[config.mk]
export PLATFORM = sky130hd
export DESIGN_NAME = cell_search
export DESIGN_NICKNAME = d
export VERILOG_FILES = /design/src/rtl/cell_search_pkg.sv /design/src/rtl/pss_correlator.sv /design/src/rtl/frame_sync.sv /design/src/rtl/sss_detector.sv /design/src/rtl/cell_search.sv
export SDC_FILE = /design/constraint.sdc
export NUM_CORES = 2
export LEC_CHECK = 0
export BUFFER_PORTS_ARGS = -buffer_cell sky130_fd_sc_hd__buf_2
export CORE_MARGIN = 5
export CORE_UTILIZATION = 50
export DETAILED_ROUTE_END_ITERATION = 8
export GPL_TIMING_DRIVEN = 0
export PLACE_DENSITY = 0.68
export SLEW_MARGIN = 20
export SYNTH_ARGS = -nofsm -noshare
export SYNTH_HDL_FRONTEND = slang
export SYNTH_SLANG_ARGS = --single-unit
export TNS_END_PERCENT = 100
[constraint.sdc]
create_clock -name clk_i -period 20 [get_ports clk_i]
set_input_delay 2 -clock clk_i [delete_from_list [all_inputs] [get_ports clk_i]]
set_output_delay 2 -clock clk_i [all_outputs]
set_load 0.1 [all_outputs]
[src/rtl/cell_search_pkg.sv]
package cell_search_pkg;

    localparam int SAMPLE_W = 8;
    localparam int CORR_W   = 16;

    typedef logic signed [SAMPLE_W-1:0] sample_t;
    typedef logic signed [CORR_W-1:0]   corr_t;

    // PSS chips, bit n is chip n and a set bit means +1
    localparam int PSS_LEN   = 16;
    localparam int PSS_COUNT = 3;
    localparam logic [PSS_LEN-1:0] PSS_SEQ_0 = 16'h7591;
    localparam logic [PSS_LEN-1:0] PSS_SEQ_1 = 16'hC7AC;
    localparam logic [PSS_LEN-1:0] PSS_SEQ_2 = 16'h323D;
    localparam logic [PSS_COUNT-1:0][PSS_LEN-1:0] PSS_SEQS = {
        PSS_SEQ_2,
        PSS_SEQ_1,
        PSS_SEQ_0
    };
    localparam int PSS_THRESHOLD = 480;
    localparam int PSS_FILL_W    = $clog2(PSS_LEN + 1);

    localparam int GAP_LEN = 16;
    localparam int SSS_LEN = 31;

    // m-sequence of x^5 + x^2 + 1, seed 00001, bit n is chip n
    localparam logic [SSS_LEN-1:0] SSS_MSEQ = 31'b010_1110_1100_0111_1100_1101_0010_0001;
    localparam int SSS_SHIFT_STEP = 5;
    localparam int N_ID1_COUNT    = 8;
    localparam int SYNC_CNT_W     = $clog2(SSS_LEN);

    typedef logic [1:0]                         n_id_2_t;
    typedef logic [$clog2(N_ID1_COUNT)-1:0]     n_id_1_t;
    typedef logic [4:0]                         n_id_t;
    typedef logic [SYNC_CNT_W-1:0]              sync_cnt_t;
    typedef logic [PSS_FILL_W-1:0]              pss_fill_t;

    typedef enum logic [1:0] {
        SYNC_SEARCH,
        SYNC_GAP,
        SYNC_SSS
    } sync_state_t;

endpackage

[src/rtl/pss_correlator.sv]
`timescale 1ns/1ps

module pss_correlator (
    input  logic                     clk_i,
    input  logic                     reset_i,
    input  cell_search_pkg::sample_t sample_i,
    input  logic                     sample_valid_i,
    input  logic                     search_i,
    output logic                     pss_hit_o,
    output cell_search_pkg::n_id_2_t n_id_2_o
);
    import cell_search_pkg::*;

    sample_t   win      [PSS_LEN];
    sample_t   win_next [PSS_LEN];
    pss_fill_t fill;
    logic      search_q;
    corr_t     sum      [PSS_COUNT];
    corr_t     best_sum;
    n_id_2_t   best_idx;
    logic      above;
    logic      hit_next;

    // Window as it looks once the incoming sample is shifted in
    always_comb begin
        for (int n = 0; n < PSS_LEN - 1; n++) begin
            win_next[n] = win[n + 1];
        end
        win_next[PSS_LEN - 1] = sample_i;
    end

    always_comb begin
        for (int s = 0; s < PSS_COUNT; s++) begin
            sum[s] = '0;
            for (int n = 0; n < PSS_LEN; n++) begin
                if (PSS_SEQS[s][n]) begin
                    sum[s] = sum[s] + corr_t'(win_next[n]);
                end else begin
                    sum[s] = sum[s] - corr_t'(win_next[n]);
                end
            end
        end
    end

    // Largest sum, lowest index on a tie
    always_comb begin
        best_sum = sum[0];
        best_idx = '0;
        for (int s = 1; s < PSS_COUNT; s++) begin
            if (sum[s] > best_sum) begin
                best_sum = sum[s];
                best_idx = n_id_2_t'(s);
            end
        end
        above = best_sum >= corr_t'(PSS_THRESHOLD);
    end

    assign hit_next = sample_valid_i && search_i && search_q && above &&
                      (fill >= pss_fill_t'(PSS_LEN - 1));

    always_ff @(posedge clk_i) begin
        if (reset_i) begin
            fill      <= '0;
            search_q  <= 1'b1;
            pss_hit_o <= 1'b0;
        end else begin
            // Own view of search drops right after a hit
            search_q  <= search_i && !hit_next;
            pss_hit_o <= hit_next;
            if (!search_i) begin
                fill <= '0;
            end else if (sample_valid_i && fill != pss_fill_t'(PSS_LEN)) begin
                fill <= fill + 1'b1;
            end
        end
    end

    always_ff @(posedge clk_i) begin
        if (reset_i || !search_i) begin
            for (int n = 0; n < PSS_LEN; n++) begin
                win[n] <= '0;
            end
        end else if (sample_valid_i) begin
            win <= win_next;
        end
    end

    always_ff @(posedge clk_i) begin
        if (hit_next) begin
            n_id_2_o <= best_idx;
        end
    end

endmodule

[src/rtl/frame_sync.sv]
`timescale 1ns/1ps

module frame_sync (
    input  logic                     clk_i,
    input  logic                     reset_i,
    input  cell_search_pkg::sample_t sample_i,
    input  logic                     sample_valid_i,
    input  logic                     pss_hit_i,
    input  cell_search_pkg::n_id_2_t n_id_2_i,
    output logic                     search_o,
    output cell_search_pkg::sample_t sss_sample_o,
    output logic                     sss_valid_o,
    output logic                     sss_last_o,
    output cell_search_pkg::n_id_2_t sss_n_id_2_o
);
    import cell_search_pkg::*;

    sync_state_t state;
    sync_cnt_t   cnt;

    // Search stops in the very cycle the hit is seen
    assign search_o = (state == SYNC_SEARCH) && !pss_hit_i;

    always_ff @(posedge clk_i) begin
        if (reset_i) begin
            state       <= SYNC_SEARCH;
            cnt         <= '0;
            sss_valid_o <= 1'b0;
            sss_last_o  <= 1'b0;
        end else begin
            sss_valid_o <= (state == SYNC_SSS) && sample_valid_i;
            sss_last_o  <= (state == SYNC_SSS) && sample_valid_i &&
                           (cnt == sync_cnt_t'(SSS_LEN - 1));
            case (state)
                SYNC_SEARCH: begin
                    if (pss_hit_i) begin
                        // A sample in the hit cycle is already part of the gap
                        cnt   <= sample_valid_i ? sync_cnt_t'(1) : '0;
                        state <= SYNC_GAP;
                    end
                end
                SYNC_GAP: begin
                    if (sample_valid_i) begin
                        if (cnt == sync_cnt_t'(GAP_LEN - 1)) begin
                            cnt   <= '0;
                            state <= SYNC_SSS;
                        end else begin
                            cnt <= cnt + 1'b1;
                        end
                    end
                end
                SYNC_SSS: begin
                    if (sample_valid_i) begin
                        if (cnt == sync_cnt_t'(SSS_LEN - 1)) begin
                            cnt   <= '0;
                            state <= SYNC_SEARCH;
                        end else begin
                            cnt <= cnt + 1'b1;
                        end
                    end
                end
                default: state <= SYNC_SEARCH;
            endcase
        end
    end

    always_ff @(posedge clk_i) begin
        if (sample_valid_i) begin
            sss_sample_o <= sample_i;
        end
        if (state == SYNC_SEARCH && pss_hit_i) begin
            sss_n_id_2_o <= n_id_2_i;
        end
    end

endmodule

[src/rtl/sss_detector.sv]
`timescale 1ns/1ps

module sss_detector (
    input  logic                     clk_i,
    input  logic                     reset_i,
    input  cell_search_pkg::sample_t sss_sample_i,
    input  logic                     sss_valid_i,
    input  logic                     sss_last_i,
    input  cell_search_pkg::n_id_2_t n_id_2_i,
    output cell_search_pkg::n_id_1_t n_id_1_o,
    output cell_search_pkg::n_id_t   n_id_o,
    output logic                     n_id_valid_o
);
    import cell_search_pkg::*;

    sync_cnt_t idx;
    corr_t     acc  [N_ID1_COUNT];
    logic      chip [N_ID1_COUNT];
    logic      done_q;
    corr_t     best_val;
    n_id_1_t   best_k;
    n_id_t     n_id_next;

    // Chip of candidate k at the current sample index
    always_comb begin
        int pos;
        for (int k = 0; k < N_ID1_COUNT; k++) begin
            pos = (int'(idx) + SSS_SHIFT_STEP * k + int'(n_id_2_i)) % SSS_LEN;
            chip[k] = SSS_MSEQ[pos];
        end
    end

    always_ff @(posedge clk_i) begin
        if (reset_i) begin
            idx    <= '0;
            done_q <= 1'b0;
        end else begin
            done_q <= sss_valid_i && sss_last_i;
            if (sss_valid_i) begin
                idx <= sss_last_i ? '0 : idx + 1'b1;
            end
        end
    end

    always_ff @(posedge clk_i) begin
        if (reset_i || done_q) begin
            for (int k = 0; k < N_ID1_COUNT; k++) begin
                acc[k] <= '0;
            end
        end else if (sss_valid_i) begin
            for (int k = 0; k < N_ID1_COUNT; k++) begin
                if (chip[k]) begin
                    acc[k] <= acc[k] + corr_t'(sss_sample_i);
                end else begin
                    acc[k] <= acc[k] - corr_t'(sss_sample_i);
                end
            end
        end
    end

    // Arg-max over the candidates, lowest index wins a tie
    always_comb begin
        best_val = acc[0];
        best_k   = '0;
        for (int k = 1; k < N_ID1_COUNT; k++) begin
            if (acc[k] > best_val) begin
                best_val = acc[k];
                best_k   = n_id_1_t'(k);
            end
        end
        n_id_next = n_id_t'(best_k) * 5'd3 + n_id_t'(n_id_2_i);
    end

    always_ff @(posedge clk_i) begin
        if (reset_i) begin
            n_id_valid_o <= 1'b0;
        end else begin
            n_id_valid_o <= done_q;
        end
    end

    always_ff @(posedge clk_i) begin
        if (done_q) begin
            n_id_1_o <= best_k;
            n_id_o   <= n_id_next;
        end
    end

endmodule

[src/rtl/cell_search.sv]
`timescale 1ns/1ps

module cell_search (
    input  logic                     clk_i,
    input  logic                     reset_i,
    input  cell_search_pkg::sample_t sample_i,
    input  logic                     sample_valid_i,
    output logic                     pss_hit_o,
    output cell_search_pkg::n_id_2_t n_id_2_o,
    output logic                     sss_valid_o,
    output cell_search_pkg::n_id_1_t n_id_1_o,
    output cell_search_pkg::n_id_t   n_id_o,
    output logic                     n_id_valid_o
);
    import cell_search_pkg::*;

    logic    search;
    sample_t sss_sample;
    logic    sss_last;
    n_id_2_t sss_n_id_2;

    pss_correlator pss_correlator0 (
        .clk_i          (clk_i),
        .reset_i        (reset_i),
        .sample_i       (sample_i),
        .sample_valid_i (sample_valid_i),
        .search_i       (search),
        .pss_hit_o      (pss_hit_o),
        .n_id_2_o       (n_id_2_o)
    );

    frame_sync frame_sync0 (
        .clk_i          (clk_i),
        .reset_i        (reset_i),
        .sample_i       (sample_i),
        .sample_valid_i (sample_valid_i),
        .pss_hit_i      (pss_hit_o),
        .n_id_2_i       (n_id_2_o),
        .search_o       (search),
        .sss_sample_o   (sss_sample),
        .sss_valid_o    (sss_valid_o),
        .sss_last_o     (sss_last),
        .sss_n_id_2_o   (sss_n_id_2)
    );

    sss_detector sss_detector0 (
        .clk_i          (clk_i),
        .reset_i        (reset_i),
        .sss_sample_i   (sss_sample),
        .sss_valid_i    (sss_valid_o),
        .sss_last_i     (sss_last),
        .n_id_2_i       (sss_n_id_2),
        .n_id_1_o       (n_id_1_o),
        .n_id_o         (n_id_o),
        .n_id_valid_o   (n_id_valid_o)
    );

endmodule

==> reports/summary.txt <==
P_sw = 0.00268 W
CTS Root Cell = clkbuf_16
Clk_lat worst skew = 0.57 ns
Most common cell in the synthesized netlist = inv_1
Worst Max-Slew Pin Slew = 1.08 ns
Die width = 286 microns
DP Wirelength = 82.0 mm
Port bufs = 23
Status = complete, no violations
Post-synth design cell area = 38,100 sq um
Number of global-route vias before repair = 29,000
Gr usage total = 24.0%
Slew Limit Fails = 0
Cell accounting for the most synthesized area = fa_1
Achievable Freq = 53.0 MHz
Initial antenna violation count = 0
Fill cells = 6,773
Drt via density = 5.59
Avg Inst Size Synth = 9.08 sq um
Switching portion of total power = 49.6%
Placed cells = 5,197
Remaining global-route overflow = 0
CP peak stage delay = 0.52 ns
CTS tree = done
CTS Buffer Depth = 3
Area contributors post-synth = fa_1 (20%), ha_1 (14%), edfxtp_1 (12%)
First-pass GRT wire length = 158 mm
Sequential cell area = 7310 sq um
Final ANT Viol Nets = 0
Post-layout util = 54.2%
Final wirelength = 99.8 mm
Most frequent CP cell = a21oi_1
Required @ worst endpoint = 20.29 ns
Nets = 5,092
Final worst-path cycle share = 94.4%
Top_reg_cell synth = edfxtp_1
Logic pwr share = 73.0%
Share of cells above drive strength 1 = 5.24%
Largest net degree at the start of global routing = 50
Worst min-delay path class = reg2reg
Pre-CTS WS = -2.41 ns
Clock power frac = 13.3%
Routed len/inst = 18.9 microns
Int Pwr = 0.00273 W
Yosys warning total = 0
Die extent in y = 286 microns
Sequential area share after synthesis = 19.2%
P_leak = 18.7 nW
Drc violations = 0
GPL Wtd Cong = 0.945
Seq pwr share = 13.7%
Ys async rst share = 0%
Post-synth EDFFs = 148
# rows = 101
Via Count = 29,500
Fin. Hold Viols = 0
Layout Cells excl Fill = 5,275
Hold_buf cts = 0
Reg clk slew, reported paths = 0.06 ns
Crit start category = flip-flop
Distinct cells, synth = 100
Drt first pass iters = 6
Final Critical Period = 18.88 ns
Starting Density = 50.3%
Peak supply drop = 379 uV
Power density cells = 132 nW/um^2
CTS Sinks = 291
Worst Skew = 0.0332 ns
Mapped Cells = 4,193
Max-cap violation count = 0
Synth cell count leaders = inv_1 (633), nor2_1 (466), ha_1 (437)
Synth Register Bits = 291
DIE AREA = 81,800 sq um
Crit. End Element = flip-flop
Crit-path max FO = 11
# IOs = 24
Core outline area = 75,700 sq um
Min setup slack post-route = 1.12 ns
Critical path class = reg2reg
Slowest-stage cell, CP = a2111o_1
1st-iter DRT viols = 2,107
WP data arrival = 19.17 ns
Setup violators final = 0
Area of the multi-input gates = 28,100 sq um
Share of the synthesized area in the top cell type = 19.9%
CTS H-tree depth = 2
Area Overhead vs Synth = 7.75%
Rel. slew slack = 28.1%
CTS Buf Count = 38
==> cells by family (layout without fill, tap and decap cells) <==
kind of cell / after synthesis / after routing / share of synthesized area (%)
muxes: 276 / 276 / 7.37
adders and majority gates: 815 / 815 / 34.2
other: 1 / 4 / 0.00985
xor gates and xnor gates: 282 / 282 / 6.58
AOI/OAI and AO/OA: 760 / 760 / 12.9
and+or+nand+nor: 1009 / 1009 / 12.2
DFF: 291 / 291 / 19.2
buffers and inverters: 759 / 860 / 7.56
==> placed cells by master, fill, tap and decap left out, drive strengths merged, types with 14 or more instances in the layout <==
master	n
nor2b	60
and2	26
a21oi	262
nand4	32
nand3	41
nand2	185
and3	16
ha	437
xnor2	226
mux2i	244
dfxtp	143
fa	378
a21o	78
a211oi	22
buf	67
o21ai	137
nor2	467
or3	14
nor3	67
a31oi	21
edfxtp	148
a21boi	33
clkbuf	136
nand2b	46
a31o	15
o21bai	62
o22ai	23
xor2	54
inv	641
mux2	32
==> stage by stage <==
| stage | hold WS, ns | instance area, sq um | total power (W) | TNS (ns) |
|---|---|---|---|---|
| 2_1_floorplan | 0.460 | 38100 | 0.00355 | 0 |
| 3_3_place_gp | 0.431 | 39400 | 0.00453 | -10.88 |
| 3_5_place_dp | 0.433 | 39500 | 0.00459 | -12.08 |
| 4_1_cts | 0.447 | 40800 | 0.00537 | 0 |
| 5_1_grt | 0.469 | 41000 | 0.00588 | -0.0448 |
| 6_report | 0.444 | 41000 | 0.00541 | 0 |
==> worst max-delay path: cells and delay by family (launching register included) <==
family	cells	cell delay [ns]
AOI/OAI and AO/OA	42	7.90
adders and majority gates	10	2.97
buffers and inverters	11	1.99
DFF	1	0.43
muxes	3	0.94
and+or+nand+nor	29	4.27
==> state kept, by name (all words and copies together), names as in the netlist <==
signal	cells
sss_detector0.done_q	1
sss_detector0.n_id_o	5
pss_correlator0.n_id_2_o	2
pss_correlator0.fill	5
sss_detector0.n_id_valid_o	1
pss_correlator0.pss_hit_o	1
pss_correlator0.win	120
frame_sync0.sss_n_id_2_o	2
frame_sync0.sss_last_o	1
frame_sync0.sss_sample_o	8
sss_detector0.idx	5
pss_correlator0.search_q	1
frame_sync0.sss_valid_o	1
sss_detector0.acc	128
frame_sync0.cnt	5
frame_sync0.state	2
sss_detector0.n_id_1_o	3
==> path summary, 6_finish.rpt <==
| path | cells past startpoint | slack [ns] | to | start |
|---|---|---|---|---|
| max reg2reg | 95 | 1.12 | sss_detector0.n_id_o[3]$_DFFE_PP_ | sss_detector0.acc[0][7]$_SDFFCE_PN0P_ |
| min reg2reg | 0 | 0.44 | frame_sync0.sss_n_id_2_o[0]$_DFFE_PP_ | pss_correlator0.n_id_2_o[0]$_SDFFCE_PP0P_ |
| min | 0 | 0.44 | frame_sync0.sss_n_id_2_o[0]$_DFFE_PP_ | pss_correlator0.n_id_2_o[0]$_SDFFCE_PP0P_ |
| max | 95 | 1.12 | sss_detector0.n_id_o[3]$_DFFE_PP_ | sss_detector0.acc[0][7]$_SDFFCE_PN0P_ |
==> layout make-up <==
| type | instances | share of cell area, % |
|---|---|---|
| clock inverters | 18 | 0.451 |
| repair buffers | 33 | 0.543 |
| flip-flops and latches | 291 | 17.8 |
| inverters | 639 | 5.85 |
| clock buffers | 51 | 2.69 |
| multi-input cells | 3144 | 68.4 |
| plain buffers | 119 | 1.26 |
| well taps | 978 | 2.98 |
| diodes | 2 | 0.0122 |
==> metal layers <==
| layer | track usage [%] | up-vias | wire length, microns | share of wire (%) |
|---|---|---|---|---|
| met3 | 2.73 | 153 | 5590 | 5.6 |
| met1 | 34.0 | 14400 | 45800 | 46 |
| met5 | 0 | - | 0 | 0 |
| li1 | - | 14200 | - | - |
| met2 | 39.2 | 781 | 45300 | 45 |
| met4 | 6.76 | 0 | 3130 | 3.1 |
==> power by group through the flow <==
stage	sequential, W	clock, W	combinational, W
final	0.000739	0.000721	0.00395
after global routing	0.000743	0.000756	0.00438
after CTS	0.000738	0.000735	0.00389
after detailed placement	0.000751	0	0.00384
after global placement	0.000752	0	0.00377
after floorplan	0.000754	0	0.00280
==> repair_timing <==
action / in CTS / in global routing
resized for setup: 17 / 48
pin swaps: 1 / 7
endpoints found under the setup margin: 8 / 8
buffers inserted: 1 / 7
Note: power is estimated with default switching activity, not from simulation.
